$ cat src/mini_mcu_pkg.sv
// ====================
// shared widths, register map, response codes and enums
// import into the module body, scoped names in headers
// ====================
`default_nettype none

package mini_mcu_pkg;

  localparam int unsigned ADDR_W = 8;
  localparam int unsigned DATA_W = 32;
  localparam int unsigned STRB_W = DATA_W / 8;
  localparam int unsigned GPIO_W = 32;
  localparam int unsigned RESP_W = 2;
  localparam int unsigned HB_COUNT_W_DEF = 27;

  // block select uses the upper address bits, word offset the rest
  localparam int unsigned BLK_LSB = 4;
  localparam int unsigned BLK_W = ADDR_W - BLK_LSB;
  localparam int unsigned OFS_W = 3;

  localparam logic [ADDR_W-1:0] ADDR_GPIO_OUT = 8'h00;
  localparam logic [ADDR_W-1:0] ADDR_GPIO_OE = 8'h04;
  localparam logic [ADDR_W-1:0] ADDR_GPIO_IN = 8'h08;
  localparam logic [ADDR_W-1:0] ADDR_EXIT_VALUE = 8'h10;
  localparam logic [ADDR_W-1:0] ADDR_SCRATCH = 8'h14;
  localparam logic [ADDR_W-1:0] ADDR_HB_COUNT = 8'h20;

  localparam logic [BLK_W-1:0] BLK_GPIO = ADDR_GPIO_OUT[ADDR_W-1:BLK_LSB];
  localparam logic [BLK_W-1:0] BLK_EXIT = ADDR_EXIT_VALUE[ADDR_W-1:BLK_LSB];
  localparam logic [BLK_W-1:0] BLK_HB = ADDR_HB_COUNT[ADDR_W-1:BLK_LSB];

  // local word offsets seen by the register blocks
  localparam logic [OFS_W-1:0] OFS_GPIO_OUT = OFS_W'(ADDR_GPIO_OUT[BLK_LSB-1:2]);
  localparam logic [OFS_W-1:0] OFS_GPIO_OE = OFS_W'(ADDR_GPIO_OE[BLK_LSB-1:2]);
  localparam logic [OFS_W-1:0] OFS_GPIO_IN = OFS_W'(ADDR_GPIO_IN[BLK_LSB-1:2]);
  localparam logic [OFS_W-1:0] OFS_EXIT_VALUE = OFS_W'(ADDR_EXIT_VALUE[BLK_LSB-1:2]);
  localparam logic [OFS_W-1:0] OFS_SCRATCH = OFS_W'(ADDR_SCRATCH[BLK_LSB-1:2]);
  localparam logic [OFS_W-1:0] OFS_HB_COUNT = OFS_W'(ADDR_HB_COUNT[BLK_LSB-1:2]);

  localparam logic [RESP_W-1:0] RESP_OKAY = 2'd0;
  localparam logic [RESP_W-1:0] RESP_SLVERR = 2'd2;

  typedef enum logic [1:0] {
    IDLE,
    WRITE_RESP,
    READ_RESP
  } axil_state_e;

  typedef enum logic [1:0] {
    SEL_GPIO,
    SEL_EXIT,
    SEL_HB,
    SEL_NONE
  } periph_sel_e;

  // byte lanes with a set strobe take the new data
  function automatic logic [DATA_W-1:0] apply_strb(input logic [DATA_W-1:0] old_val,
                                                  input logic [DATA_W-1:0] new_val,
                                                  input logic [STRB_W-1:0] strb);
    logic [DATA_W-1:0] res;
    res = old_val;
    for (int i = 0; i < STRB_W; i++) begin
      if (strb[i]) begin
        res[8*i+:8] = new_val[8*i+:8];
      end
    end
    return res;
  endfunction

endpackage

`default_nettype wire

$ cat src/periph_bus_if.sv
// ====================
// request/response bus from the AXI4-Lite controller to one register block
// ====================
`default_nettype none

interface periph_bus_if;
  import mini_mcu_pkg::*;

  // one access per cycle while req is high
  logic              req;
  logic              we;
  logic [ OFS_W-1:0] offset;
  logic [DATA_W-1:0] wdata;
  logic [STRB_W-1:0] wstrb;

  // answered combinationally in the req cycle
  logic [DATA_W-1:0] rdata;
  logic              err;

  modport ctrl(
      output req,
      output we,
      output offset,
      output wdata,
      output wstrb,
      input rdata,
      input err
  );

  modport periph(
      input req,
      input we,
      input offset,
      input wdata,
      input wstrb,
      output rdata,
      output err
  );

endinterface

`default_nettype wire

$ cat src/axil_periph_ctrl.sv
// ====================
// AXI4-Lite slave, decodes the address and issues one request to a block
// response comes out one cycle after acceptance
// ====================
`default_nettype none

module axil_periph_ctrl (
    input  wire                                  clk_gen,
    input  wire                                  rst_n,
    input  wire  [    mini_mcu_pkg::ADDR_W-1:0]  awaddr_i,
    input  wire                                  awvalid_i,
    output logic                                 awready_o,
    input  wire  [    mini_mcu_pkg::DATA_W-1:0]  wdata_i,
    input  wire  [    mini_mcu_pkg::STRB_W-1:0]  wstrb_i,
    input  wire                                  wvalid_i,
    output logic                                 wready_o,
    output logic [    mini_mcu_pkg::RESP_W-1:0]  bresp_o,
    output logic                                 bvalid_o,
    input  wire                                  bready_i,
    input  wire  [    mini_mcu_pkg::ADDR_W-1:0]  araddr_i,
    input  wire                                  arvalid_i,
    output logic                                 arready_o,
    output logic [    mini_mcu_pkg::DATA_W-1:0]  rdata_o,
    output logic [    mini_mcu_pkg::RESP_W-1:0]  rresp_o,
    output logic                                 rvalid_o,
    input  wire                                  rready_i,
    periph_bus_if.ctrl                           gpio_bus,
    periph_bus_if.ctrl                           exit_bus,
    periph_bus_if.ctrl                           hb_bus
);
  import mini_mcu_pkg::*;

  axil_state_e       state_q;
  periph_sel_e       sel;
  logic              wr_accept;
  logic              rd_accept;
  logic              acc_valid;
  logic [ADDR_W-1:0] acc_addr;
  logic [ OFS_W-1:0] acc_offset;
  logic [DATA_W-1:0] blk_rdata;
  logic              blk_err;
  logic              acc_fail;
  logic [RESP_W-1:0] resp_q;
  logic [DATA_W-1:0] rdata_q;

  // write needs both address and data, and wins over a read
  assign wr_accept = (state_q == IDLE) && awvalid_i && wvalid_i;
  assign rd_accept = (state_q == IDLE) && arvalid_i && !(awvalid_i && wvalid_i);
  assign acc_valid = wr_accept || rd_accept;

  assign awready_o = wr_accept;
  assign wready_o  = wr_accept;
  assign arready_o = rd_accept;

  assign acc_addr   = wr_accept ? awaddr_i : araddr_i;
  assign acc_offset = OFS_W'(acc_addr[BLK_LSB-1:2]);

  always_comb begin
    case (acc_addr[ADDR_W-1:BLK_LSB])
      BLK_GPIO: sel = SEL_GPIO;
      BLK_EXIT: sel = SEL_EXIT;
      BLK_HB:   sel = SEL_HB;
      default:  sel = SEL_NONE;
    endcase
  end

  // unmapped addresses never raise req
  assign gpio_bus.req = acc_valid && (sel == SEL_GPIO);
  assign exit_bus.req = acc_valid && (sel == SEL_EXIT);
  assign hb_bus.req   = acc_valid && (sel == SEL_HB);

  assign gpio_bus.we     = wr_accept;
  assign gpio_bus.offset = acc_offset;
  assign gpio_bus.wdata  = wdata_i;
  assign gpio_bus.wstrb  = wstrb_i;
  assign exit_bus.we     = wr_accept;
  assign exit_bus.offset = acc_offset;
  assign exit_bus.wdata  = wdata_i;
  assign exit_bus.wstrb  = wstrb_i;
  assign hb_bus.we       = wr_accept;
  assign hb_bus.offset   = acc_offset;
  assign hb_bus.wdata    = wdata_i;
  assign hb_bus.wstrb    = wstrb_i;

  always_comb begin
    case (sel)
      SEL_GPIO: begin
        blk_rdata = gpio_bus.rdata;
        blk_err   = gpio_bus.err;
      end
      SEL_EXIT: begin
        blk_rdata = exit_bus.rdata;
        blk_err   = exit_bus.err;
      end
      SEL_HB: begin
        blk_rdata = hb_bus.rdata;
        blk_err   = hb_bus.err;
      end
      default: begin
        blk_rdata = '0;
        blk_err   = 1'b0;
      end
    endcase
  end

  assign acc_fail = (sel == SEL_NONE) || blk_err;

  always_ff @(posedge clk_gen or negedge rst_n) begin
    if (!rst_n) begin
      state_q <= IDLE;
    end else begin
      case (state_q)
        IDLE: begin
          if (wr_accept) begin
            state_q <= WRITE_RESP;
          end else if (rd_accept) begin
            state_q <= READ_RESP;
          end
        end
        WRITE_RESP: begin
          if (bready_i) begin
            state_q <= IDLE;
          end
        end
        READ_RESP: begin
          if (rready_i) begin
            state_q <= IDLE;
          end
        end
        default: state_q <= IDLE;
      endcase
    end
  end

  // response payload held until the host takes it
  always_ff @(posedge clk_gen) begin
    if (acc_valid) begin
      resp_q <= acc_fail ? RESP_SLVERR : RESP_OKAY;
    end
    if (rd_accept) begin
      rdata_q <= acc_fail ? '0 : blk_rdata;
    end
  end

  assign bvalid_o = (state_q == WRITE_RESP);
  assign rvalid_o = (state_q == READ_RESP);
  assign bresp_o  = resp_q;
  assign rresp_o  = resp_q;
  assign rdata_o  = rdata_q;

endmodule

`default_nettype wire

$ cat src/exit_status_regs.sv
// ====================
// exit value with sticky valid flag, plus a scratch word
// ====================
`default_nettype none

module exit_status_regs (
    input  wire                              clk_gen,
    input  wire                              rst_n,
    periph_bus_if.periph                     bus,
    output logic [mini_mcu_pkg::DATA_W-1:0]  exit_value_o,
    output logic                             exit_valid_o
);
  import mini_mcu_pkg::*;

  logic [DATA_W-1:0] exit_value_q;
  logic [DATA_W-1:0] scratch_q;
  logic              exit_valid_q;

  always_comb begin
    bus.rdata = '0;
    bus.err   = 1'b0;
    case (bus.offset)
      OFS_EXIT_VALUE: bus.rdata = exit_value_q;
      OFS_SCRATCH:    bus.rdata = scratch_q;
      default:        bus.err = 1'b1;
    endcase
  end

  always_ff @(posedge clk_gen or negedge rst_n) begin
    if (!rst_n) begin
      exit_value_q <= '0;
      scratch_q    <= '0;
      exit_valid_q <= 1'b0;
    end else if (bus.req && bus.we) begin
      if (bus.offset == OFS_EXIT_VALUE) begin
        exit_value_q <= apply_strb(exit_value_q, bus.wdata, bus.wstrb);
        // only reset clears it
        exit_valid_q <= 1'b1;
      end
      if (bus.offset == OFS_SCRATCH) begin
        scratch_q <= apply_strb(scratch_q, bus.wdata, bus.wstrb);
      end
    end
  end

  assign exit_value_o = exit_value_q;
  assign exit_valid_o = exit_valid_q;

endmodule

`default_nettype wire

$ cat src/gpio_regs.sv
// ====================
// GPIO output, output-enable and synchronized input registers
// ====================
`default_nettype none

module gpio_regs (
    input  wire                              clk_gen,
    input  wire                              rst_n,
    periph_bus_if.periph                     bus,
    input  wire  [mini_mcu_pkg::GPIO_W-1:0]  gpio_i,
    output logic [mini_mcu_pkg::GPIO_W-1:0]  gpio_o,
    output logic [mini_mcu_pkg::GPIO_W-1:0]  gpio_oe_o
);
  import mini_mcu_pkg::*;

  logic [GPIO_W-1:0] out_q;
  logic [GPIO_W-1:0] oe_q;
  logic [GPIO_W-1:0] in_meta_q;
  logic [GPIO_W-1:0] in_sync_q;

  always_comb begin
    bus.rdata = '0;
    bus.err   = 1'b0;
    case (bus.offset)
      OFS_GPIO_OUT: bus.rdata = out_q;
      OFS_GPIO_OE:  bus.rdata = oe_q;
      OFS_GPIO_IN: begin
        bus.rdata = in_sync_q;
        bus.err   = bus.we;
      end
      default: bus.err = 1'b1;
    endcase
  end

  always_ff @(posedge clk_gen or negedge rst_n) begin
    if (!rst_n) begin
      out_q     <= '0;
      oe_q      <= '0;
      in_meta_q <= '0;
      in_sync_q <= '0;
    end else begin
      // two flops against metastability on the pins
      in_meta_q <= gpio_i;
      in_sync_q <= in_meta_q;
      if (bus.req && bus.we) begin
        if (bus.offset == OFS_GPIO_OUT) begin
          out_q <= apply_strb(out_q, bus.wdata, bus.wstrb);
        end
        if (bus.offset == OFS_GPIO_OE) begin
          oe_q <= apply_strb(oe_q, bus.wdata, bus.wstrb);
        end
      end
    end
  end

  assign gpio_o    = out_q;
  assign gpio_oe_o = oe_q;

endmodule

`default_nettype wire

$ cat src/heartbeat_regs.sv
// ====================
// free-running heartbeat counter, LED from its top bit
// ====================
`default_nettype none

module heartbeat_regs #(
    parameter int unsigned count_w = mini_mcu_pkg::HB_COUNT_W_DEF
) (
    input  wire           clk_gen,
    input  wire           rst_n,
    periph_bus_if.periph  bus,
    output logic          led_o
);
  import mini_mcu_pkg::*;

  logic [count_w-1:0] count_q;

  always_ff @(posedge clk_gen or negedge rst_n) begin
    if (!rst_n) begin
      count_q <= '0;
    end else begin
      count_q <= count_q + 1'b1;
    end
  end

  assign led_o = count_q[count_w-1];

  // read-only, count is zero-extended or truncated to the bus width
  always_comb begin
    bus.rdata = '0;
    bus.err   = 1'b1;
    if (bus.offset == OFS_HB_COUNT && !bus.we) begin
      bus.rdata = DATA_W'(count_q);
      bus.err   = 1'b0;
    end
  end

endmodule

`default_nettype wire

$ cat src/mini_mcu_wrapper.sv
// ====================
// board-level wrapper: AXI4-Lite host port, GPIO, exit pins and debug LEDs
// ====================
`default_nettype none

module mini_mcu_wrapper #(
    parameter int unsigned clk_led_count_w = mini_mcu_pkg::HB_COUNT_W_DEF
) (
    input  wire                              clk_gen,
    input  wire                              rst_n,
    input  wire  [mini_mcu_pkg::ADDR_W-1:0]  awaddr_i,
    input  wire                              awvalid_i,
    output logic                             awready_o,
    input  wire  [mini_mcu_pkg::DATA_W-1:0]  wdata_i,
    input  wire  [mini_mcu_pkg::STRB_W-1:0]  wstrb_i,
    input  wire                              wvalid_i,
    output logic                             wready_o,
    output logic [mini_mcu_pkg::RESP_W-1:0]  bresp_o,
    output logic                             bvalid_o,
    input  wire                              bready_i,
    input  wire  [mini_mcu_pkg::ADDR_W-1:0]  araddr_i,
    input  wire                              arvalid_i,
    output logic                             arready_o,
    output logic [mini_mcu_pkg::DATA_W-1:0]  rdata_o,
    output logic [mini_mcu_pkg::RESP_W-1:0]  rresp_o,
    output logic                             rvalid_o,
    input  wire                              rready_i,
    input  wire  [mini_mcu_pkg::GPIO_W-1:0]  gpio_i,
    output logic [mini_mcu_pkg::GPIO_W-1:0]  gpio_o,
    output logic [mini_mcu_pkg::GPIO_W-1:0]  gpio_oe_o,
    output logic                             rst_led_o,
    output logic                             clk_led_o,
    output logic                             clk_out_o,
    output logic                             exit_value_o,
    output logic                             exit_valid_o
);
  import mini_mcu_pkg::*;

  logic [DATA_W-1:0] exit_value;

  periph_bus_if gpio_bus ();
  periph_bus_if exit_bus ();
  periph_bus_if hb_bus ();

  axil_periph_ctrl i_ctrl (
      .clk_gen  (clk_gen),
      .rst_n    (rst_n),
      .awaddr_i (awaddr_i),
      .awvalid_i(awvalid_i),
      .awready_o(awready_o),
      .wdata_i  (wdata_i),
      .wstrb_i  (wstrb_i),
      .wvalid_i (wvalid_i),
      .wready_o (wready_o),
      .bresp_o  (bresp_o),
      .bvalid_o (bvalid_o),
      .bready_i (bready_i),
      .araddr_i (araddr_i),
      .arvalid_i(arvalid_i),
      .arready_o(arready_o),
      .rdata_o  (rdata_o),
      .rresp_o  (rresp_o),
      .rvalid_o (rvalid_o),
      .rready_i (rready_i),
      .gpio_bus (gpio_bus.ctrl),
      .exit_bus (exit_bus.ctrl),
      .hb_bus   (hb_bus.ctrl)
  );

  gpio_regs i_gpio (
      .clk_gen  (clk_gen),
      .rst_n    (rst_n),
      .bus      (gpio_bus.periph),
      .gpio_i   (gpio_i),
      .gpio_o   (gpio_o),
      .gpio_oe_o(gpio_oe_o)
  );

  exit_status_regs i_exit (
      .clk_gen     (clk_gen),
      .rst_n       (rst_n),
      .bus         (exit_bus.periph),
      .exit_value_o(exit_value),
      .exit_valid_o(exit_valid_o)
  );

  // clock LED blinks from the heartbeat counter
  heartbeat_regs #(
      .count_w(clk_led_count_w)
  ) i_hb (
      .clk_gen(clk_gen),
      .rst_n  (rst_n),
      .bus    (hb_bus.periph),
      .led_o  (clk_led_o)
  );

  // debug visibility pins
  assign rst_led_o    = rst_n;
  assign clk_out_o    = clk_gen;
  assign exit_value_o = exit_value[0];

endmodule

`default_nettype wire

$ cat config.mk
export PLATFORM = sky130hd
export DESIGN_NAME = mini_mcu_wrapper
export DESIGN_NICKNAME = d
export VERILOG_FILES = /design/src/mini_mcu_pkg.sv /design/src/periph_bus_if.sv /design/src/axil_periph_ctrl.sv /design/src/exit_status_regs.sv /design/src/gpio_regs.sv /design/src/heartbeat_regs.sv /design/src/mini_mcu_wrapper.sv
export SDC_FILE = /design/constraint.sdc
export NUM_CORES = 1
export LEC_CHECK = 0
export ABC_AREA = 1
export BUFFER_PORTS_ARGS = -buffer_cell sky130_fd_sc_hd__buf_2
export CAP_MARGIN = 20
export CORE_AREA = 2 2 151 153
export DETAILED_ROUTE_END_ITERATION = 8
export DIE_AREA = 0 0 153 155
export PLACE_DENSITY_LB_ADDON = 0.1
export SLEW_MARGIN = 20
export SYNTH_ARGS = -nofsm -noshare
export SYNTH_HDL_FRONTEND = slang
export SYNTH_SLANG_ARGS = --single-unit
$ cat constraint.sdc
create_clock -name clk_gen -period 4.85 [get_ports clk_gen]
set_clock_uncertainty 0.05 [all_clocks]
set_input_delay 0.7275 -clock clk_gen [delete_from_list [all_inputs] [get_ports clk_gen]]
set_output_delay 0.7275 -clock clk_gen [all_outputs]
set_load 0.03 [all_outputs]
==> results of run 1 <==
sequential cells by signal (all words and copies together), names as in the netlist:
signal / cells
i_hb.count_q: 27
i_gpio.in_meta_q: 32
i_exit.exit_value_o: 32
i_gpio.gpio_oe_o: 32
i_ctrl.state_q: 2
i_gpio.in_sync_q: 32
i_gpio.gpio_o: 32
i_exit.scratch_q: 32
i_ctrl.bresp_o: 1
i_ctrl.rdata_o: 32
i_exit.exit_valid_o: 1
final cells by class:
class                           count  area, um2  area share, %
Clock inverter                      9       81.3          0.626
Multi-Input combinational cell    803       3740           28.8
Sequential cell                   255       6550           50.4
Inverter                           89        334           2.57
Timing Repair Buffer              203       1050           8.09
Tap cell                          285        357           2.75
Antenna cell                        1       2.50         0.0193
Clock buffer                       43        871           6.71
per-stage QoR:
step | setup slack, ns | utilization, % | total power (W)
final | 1.24 | 58.4 | 0.00513
after global routing | 1.23 | 58.4 | 0.00533
after CTS | 1.23 | 58.4 | 0.00517
after detailed placement | 1.27 | 54.1 | 0.00303
after global placement | 1.36 | 54.1 | 0.00302
after floorplan | 0.328 | - | 0.00279
worst paths after layout:
path	startpoint	to	slack [ns]	cells after the start
min in group clk_gen	gpio_i[16]	i_gpio.in_meta_q[16]$_DFF_PN0_	0.13	1
worst max-delay path	clk_gen	clk_out_o	1.24	3
max in group asynchronous	rst_n	i_exit.scratch_q[13]$_DFFE_PN0P_	3.36	2
worst min register to register	i_gpio.in_meta_q[8]$_DFF_PN0_	i_gpio.in_sync_q[8]$_DFF_PN0_	0.30	0
worst min-delay path	rst_n	i_exit.exit_value_o[5]$_DFFE_PN0P_	0.04	1
worst max register to register	i_ctrl.state_q[1]$_DFFE_PN0P_	i_exit.scratch_q[27]$_DFFE_PN0P_	1.85	10
synth_stat cells:
| cell type | count |
|---|---|
| nand2_1 | 313 |
| dfrtp_1 | 222 |
| nand3_1 | 187 |
| o21ai_0 | 123 |
| inv_1 | 87 |
| nor2_1 | 80 |
| clkbuf_1 | 36 |
| nand4_1 | 35 |
| edfxtp_1 | 33 |
| buf_2 | 18 |
| xor2_1 | 16 |
| buf_1 | 9 |
| xnor2_1 | 9 |
| nor3_1 | 8 |
| o21ai_1 | 8 |
| buf_4 | 7 |
| a21oi_1 | 6 |
| nor2_2 | 3 |
| inv_2 | 2 |
| nand3_2 | 2 |
| o31ai_1 | 2 |
| a21o_1 | 1 |
| conb_1 | 1 |
| ha_1 | 1 |
| nand2_2 | 1 |
| nand3b_1 | 1 |
| nor2_4 | 1 |
| nor3_4 | 1 |
| nor4_1 | 1 |
| nor4b_1 | 1 |
| or2_2 | 1 |
worst reg2reg max path: stages, from the launching register on:
cell	delay, ns
dfrtp_1	0.41
nor2_2	0.20
nand2_2	0.19
nand2_1	0.10
nand2_1	0.05
buf_4	0.25
nor2_2	0.66
inv_1	0.24
nor2_1	0.16
nand2_1	0.33
o21ai_0	0.29
routing by layer:
layer | GRT usage, % | vias up | wire (um)
li1 | - | 4320 | -
met1 | 40.9 | 4146 | 14200
met2 | 31.8 | 321 | 11400
met3 | 3.98 | 28 | 2170
met4 | 6.08 | 0 | 375
met5 | 0 | - | 0
report_power, final:
part	leakage (nW)	switching [W]	internal [W]
clock	0.473	0.000870	0.00129
sequential	3.24	0.0000576	0.00228
combinational	2.86	0.000477	0.000144
logic make-up after synthesis:
logic type	synth area share, %
simple gates	25.4
xor+xnor	2.01
compound gates	6.49
flops	60.0
fa+ha+maj	0.115
buf+inv	5.92
other cells	0.0344
==> results by group, run 1 <==
Floorplanning
  • Core area: 22200 um2
  • Chip height: 155 um
  • Rows: 55
  • Chip width: 153 um
  • Initial Utilization: 49.1%
  • Die ar.: 23700 um2
  • I/O Pins: 201

Synth
  • Post-synthesis sequential area ratio: 60.0%
  • Post-Syn Area: 10900 um2
  • #FFs+latches synth: 255
  • Dominant cell type by area after synthesis: dfrtp_1
  • Synth area leaders: dfrtp_1 (51%), nand2_1 (11%), edfxtp_1 (9.1%)
  • Post-Syn Instances: 1216
  • Top-area cell type share of the netlist area: 50.9%
  • Synth Warn #: 0
  • Post-Syn Area per Cell: 8.97 um2
  • Synth unique cells: 31

Detailed routing
  • Wire per inst: 16.7 um
  • Via count: 8815
  • DRT Pass-1 Iters: 5
  • Routed vias/inst: 5.22
  • Final ANT Viol Nets: 0
  • DRC: 0
  • Initial DRC count: 792
  • Routed WL: 28.1 mm

Placed design
  • Buffers added on ports: 194
  • Area after DPL: 12000 um2
  • Cell Count Post-Placement: 1636
  • RePlAce Congestion: 0.890
  • Post-DP HPWL: 18.7 mm

Finish
  • Area delta synth->final: 19.1%
  • Fillers: 2076
  • Fin area: 13000 um2
  • Most common cell after layout, fill and taps aside: nand2_1
  • Post-route insts no fill: 1688
  • Most frequent cells in the layout: nand2_1 (310), dfrtp_1 (222), buf_2 (193)
  • Share of cells above drive strength 1: 19.1%
  • Final #Nets: 1475

Worst setup path
  • Arrival @ worst endpoint: 2.84 ns
  • CP max stage cell: buf_2
  • Most Frequent Cell on Critical Path: clkbuf_16
  • Startpoint Class: clock port
  • Crit path buf inv count: 3
  • Critical Path RT: 4.07 ns
  • CP max stage delay: 0.16 ns
  • Critical Path End Type: output port
  • Crit-path leading delay family: buffers and inverters
  • CP Cell Sequence: clkbuf_16 > clkbuf_16 > buf_2
  • Critical path class: clk2out
  • CP max FO: 2

STA
  • Setup TNS: 0 ns
  • Worst Max-Slew Pin Slew: 0.961 ns
  • Final hold viol count: 0
  • Final Setup Violations: 0
  • Final Max Tran Viols: 0
  • RSZ-0062 raised after global routing: no
  • Final hold slack: 0.0427 ns
  • Slew HR: 35.9%

GRT
  • GRT Total Usage: 24.2%
  • Aggregate global routing overflow: 0
  • Vias in the first global route: 8079
  • Largest net degree at the start of global routing: 98
  • Initial antenna violation count: 1
  • Global-route wire length before repair: 45.3 mm

Outcome
  • Outcome: complete, no violations

Clocking
  • Clock slew at reported path FFs: 0.06 ns
  • CTS tree: done
  • Postcts setup bufs: 0
  • Worst skew pair latency: 0.65 ns
  • CTS resizes: 0
  • Post-CTS Hold Buffers: 0

Power and ir drop
  • P_leak: 6.57 nW
  • VDD IR-drop max: 0.530 mV
  • Pwr Density: 395 nW/um2

Worst hold path
  • Worst hold path class: in2async

Job
  • MaxCap Viol Count: 0
Power figures use the tool's default switching activity.
==> inputs of run 2 (changes only) <==
- clock period: 4.85 -> 3.4 ns (I/O delays scaled with it)
==> run 2 against run 1 <==
Effect of this change: hold slack gained 0.081 ns; combinational power grew 53%; final cell count grew 2.7%; register-to-register slack lost 1.2 ns; sequential share of layout area shrank 1.9 points; largest power group unchanged; non-clock buffer count grew 44; critical path depth grew 5; sequential cell count is the same; via count grew 1.8%; first-iteration DRC count shrank 3.2%.
==> results by group, run 2 (synthesized netlist as in run 1, its figures left out) <==
Floorplanning
  • Rows: 55 (unchanged)
  • Initial Utilization: 49.1% (unchanged)
  • Die ar.: 23700 um2 (unchanged)
  • I/O Pins: 201 (unchanged)
  • Chip width: 153 um (unchanged)
  • Chip height: 155 um (unchanged)
  • Core area: 22200 um2 (unchanged)

Clocking
  • CTS tree: done
  • Postcts setup bufs: 0 (unchanged)
  • Clock slew at reported path FFs: 0.06 ns (about the same)
  • Worst skew pair latency: 0.65 ns (about the same)
  • CTS resizes: 0 (unchanged)

Finish
  • Area delta synth->final: 23.8%
  • Most frequent cells in the layout: nand2_1 (311), dfrtp_1 (222), buf_2 (193)
  • Share of cells above drive strength 1: 19.2% (+0.11 points)
  • Final #Nets: 1518 (+2.9%)
  • Most common cell after layout, fill and taps aside: nand2_1
  • Post-route insts no fill: 1733 (+2.7%)

Worst setup path
  • CP max stage cell: nand3_1
  • Critical Path End Type: flop
  • Critical path class: reg2reg
  • Arrival @ worst endpoint: 3.26 ns (+0.42 ns)
  • Critical Path RT: 3.90 ns (-0.17 ns)
  • Startpoint Class: flop
  • CP Cell Sequence: nor2_2 > nand2_2 > o21ai_2 > buf_4 > nand2_1 > nor2_4 > nand3_1 > o21ai_0
  • CP max FO: 29 (+27)
  • CP max stage delay: 0.52 ns (+0.36 ns)

GRT
  • Global-route wire length before repair: 46.1 mm (+1.8%)
  • Largest net degree at the start of global routing: 118 (+20%)
  • Vias in the first global route: 8302 (+2.8%)
  • Initial antenna violation count: 2 (+1)
  • GRT Total Usage: 24.5% (+0.37 points)
  • Aggregate global routing overflow: 0 (unchanged)

Placed design
  • Buffers added on ports: 194 (unchanged)
  • Post-DP HPWL: 19.2 mm (+2.5%)
  • RePlAce Congestion: 0.895 (+0.54%)
  • Cell Count Post-Placement: 1645 (+0.55%)

Worst hold path
  • Worst hold path class: in2reg

Detailed routing
  • Met2 routed WL: 11.5 mm (+0.28%)
  • Routed vias/inst: 5.18 (-0.83%)
  • DRT Pass-1 Iters: 5 (unchanged)
  • Wire per inst: 16.5 um (-1.1%)
  • Final ANT Viol Nets: 0 (unchanged)
  • Top layer in use: met4
  • Initial DRC count: 767 (-3.2%)
  • Routed WL: 28.6 mm (+1.5%)
  • DRC: 0 (unchanged)
  • Metal3 WL: 2.14 mm (-1.2%)
  • M1 WL: 14.3 mm (+1.1%)
  • Via count: 8975 (+1.8%)

Job
  • MaxCap Viol Count: 0 (unchanged)

STA
  • Final Setup Violations: 0 (unchanged)
  • Worst Max-Slew Pin Slew: 0.704 ns (-0.257 ns)
  • Max Clk Rate: 0.363 GHz
  • RSZ-0062 raised after global routing: no
  • Setup TNS: 0 ns (unchanged)
  • Slew HR: 53.1% (+17 points)
  • Min Tclk post-route: 2.76 ns
  • Final Max Tran Viols: 0 (unchanged)
  • Final hold viol count: 0 (unchanged)
  • Fin crit share: 81.1%

Power and ir drop
  • P_leak: 6.80 nW (+3.4%)
  • VDD IR-drop max: 0.567 mV (+7.0%)
  • Pwr Density: 556 nW/um2 (+41%)

Outcome
  • Outcome: complete, no violations
==> run 2: changes by cell type in the layout (fill, tap and decap cells not counted), moves of 2 or more <==
cell | previous run | this run
clkbuf_16 | 30 | 33
clkinvlp_4 | 1 | 3
buf_12 | 0 | 3
buf_4 | 10 | 16
clkbuf_1 | 5 | 3
dlygate4sd3_1 | 0 | 35
==> run 2: area by class of cell <==
class,count,area [um2]
diodes,2,5.00
clock buffers,43,925
clock inverters,9,85.1
fillers,1969,8720
inverters,89,334
multi-input cells,803,3750
flip-flops and latches,255,6550
well taps,285,357
repair buffers,247,1510
==> run 2: layer usage <==
| metal | up-vias | track usage [%] |
|---|---|---|
| met5 | - | 0 |
| met4 | 0 | 7.50 |
| met1 | 4187 | 41.0 |
| met2 | 340 | 32.4 |
| li1 | 4403 | - |
| met3 | 45 | 3.84 |
==> run 2: power breakdown <==
group / total, W / internal (W) / switching, W
sequential: 0.00334 / 0.00326 / 0.0000823
combinational: 0.000948 / 0.000257 / 0.000691
clock: 0.00322 / 0.00196 / 0.00126
==> run 2: worst max-delay path, delay by kind of cell (launching register included) <==
family	cells	cell delay, ns
AO/OA/AOI/OAI	2	0.54
buffers and inverters	1	0.32
flip-flops	1	0.41
AND/OR/NAND/NOR	5	1.33
==> run 2: per-stage QoR <==
stage / power, W / utilization (%) / cell area [um2] / hold WS (ns) / setup slack [ns]
6_report: 0.00750 / 60.8 / 13500 / 0.124 / 0.642
5_1_grt: 0.00782 / 60.8 / 13500 / 0.138 / 0.345
4_1_cts: 0.00756 / 60.7 / 13500 / 0.108 / 0.630
3_5_place_dp: 0.00435 / 54.6 / 12100 / 0.285 / 0.433
2_1_floorplan: 0.00398 / - / 10900 / 0.164 / 0.453
3_3_place_gp: 0.00434 / 54.6 / 12100 / 0.282 / 0.537
==> run 2: what timing repair did <==
action / in CTS / in global routing
hold buffers: 35 / 0
hold endpoints to repair: 86 / 0
endpoints found under the setup margin: 0 / 0
==> run 2: worst paths after layout <==
path                       cells after the start                          endpoint  slack (ns)                            from
max                                            8     i_gpio.gpio_o[18]$_DFFE_PN0P_        0.64   i_ctrl.state_q[1]$_DFFE_PN0P_
min in group asynchronous                      2         i_hb.count_q[0]$_DFF_PN0_        0.32                           rst_n
min                                            3  i_exit.scratch_q[21]$_DFFE_PN0P_        0.12                     wdata_i[21]
max reg2reg                                    8     i_gpio.gpio_o[18]$_DFFE_PN0P_        0.64   i_ctrl.state_q[1]$_DFFE_PN0P_
max in group asynchronous                      3  i_gpio.gpio_oe_o[27]$_DFFE_PN0P_        1.91                           rst_n
min reg2reg                                    0    i_gpio.in_sync_q[24]$_DFF_PN0_        0.30  i_gpio.in_meta_q[24]$_DFF_PN0_
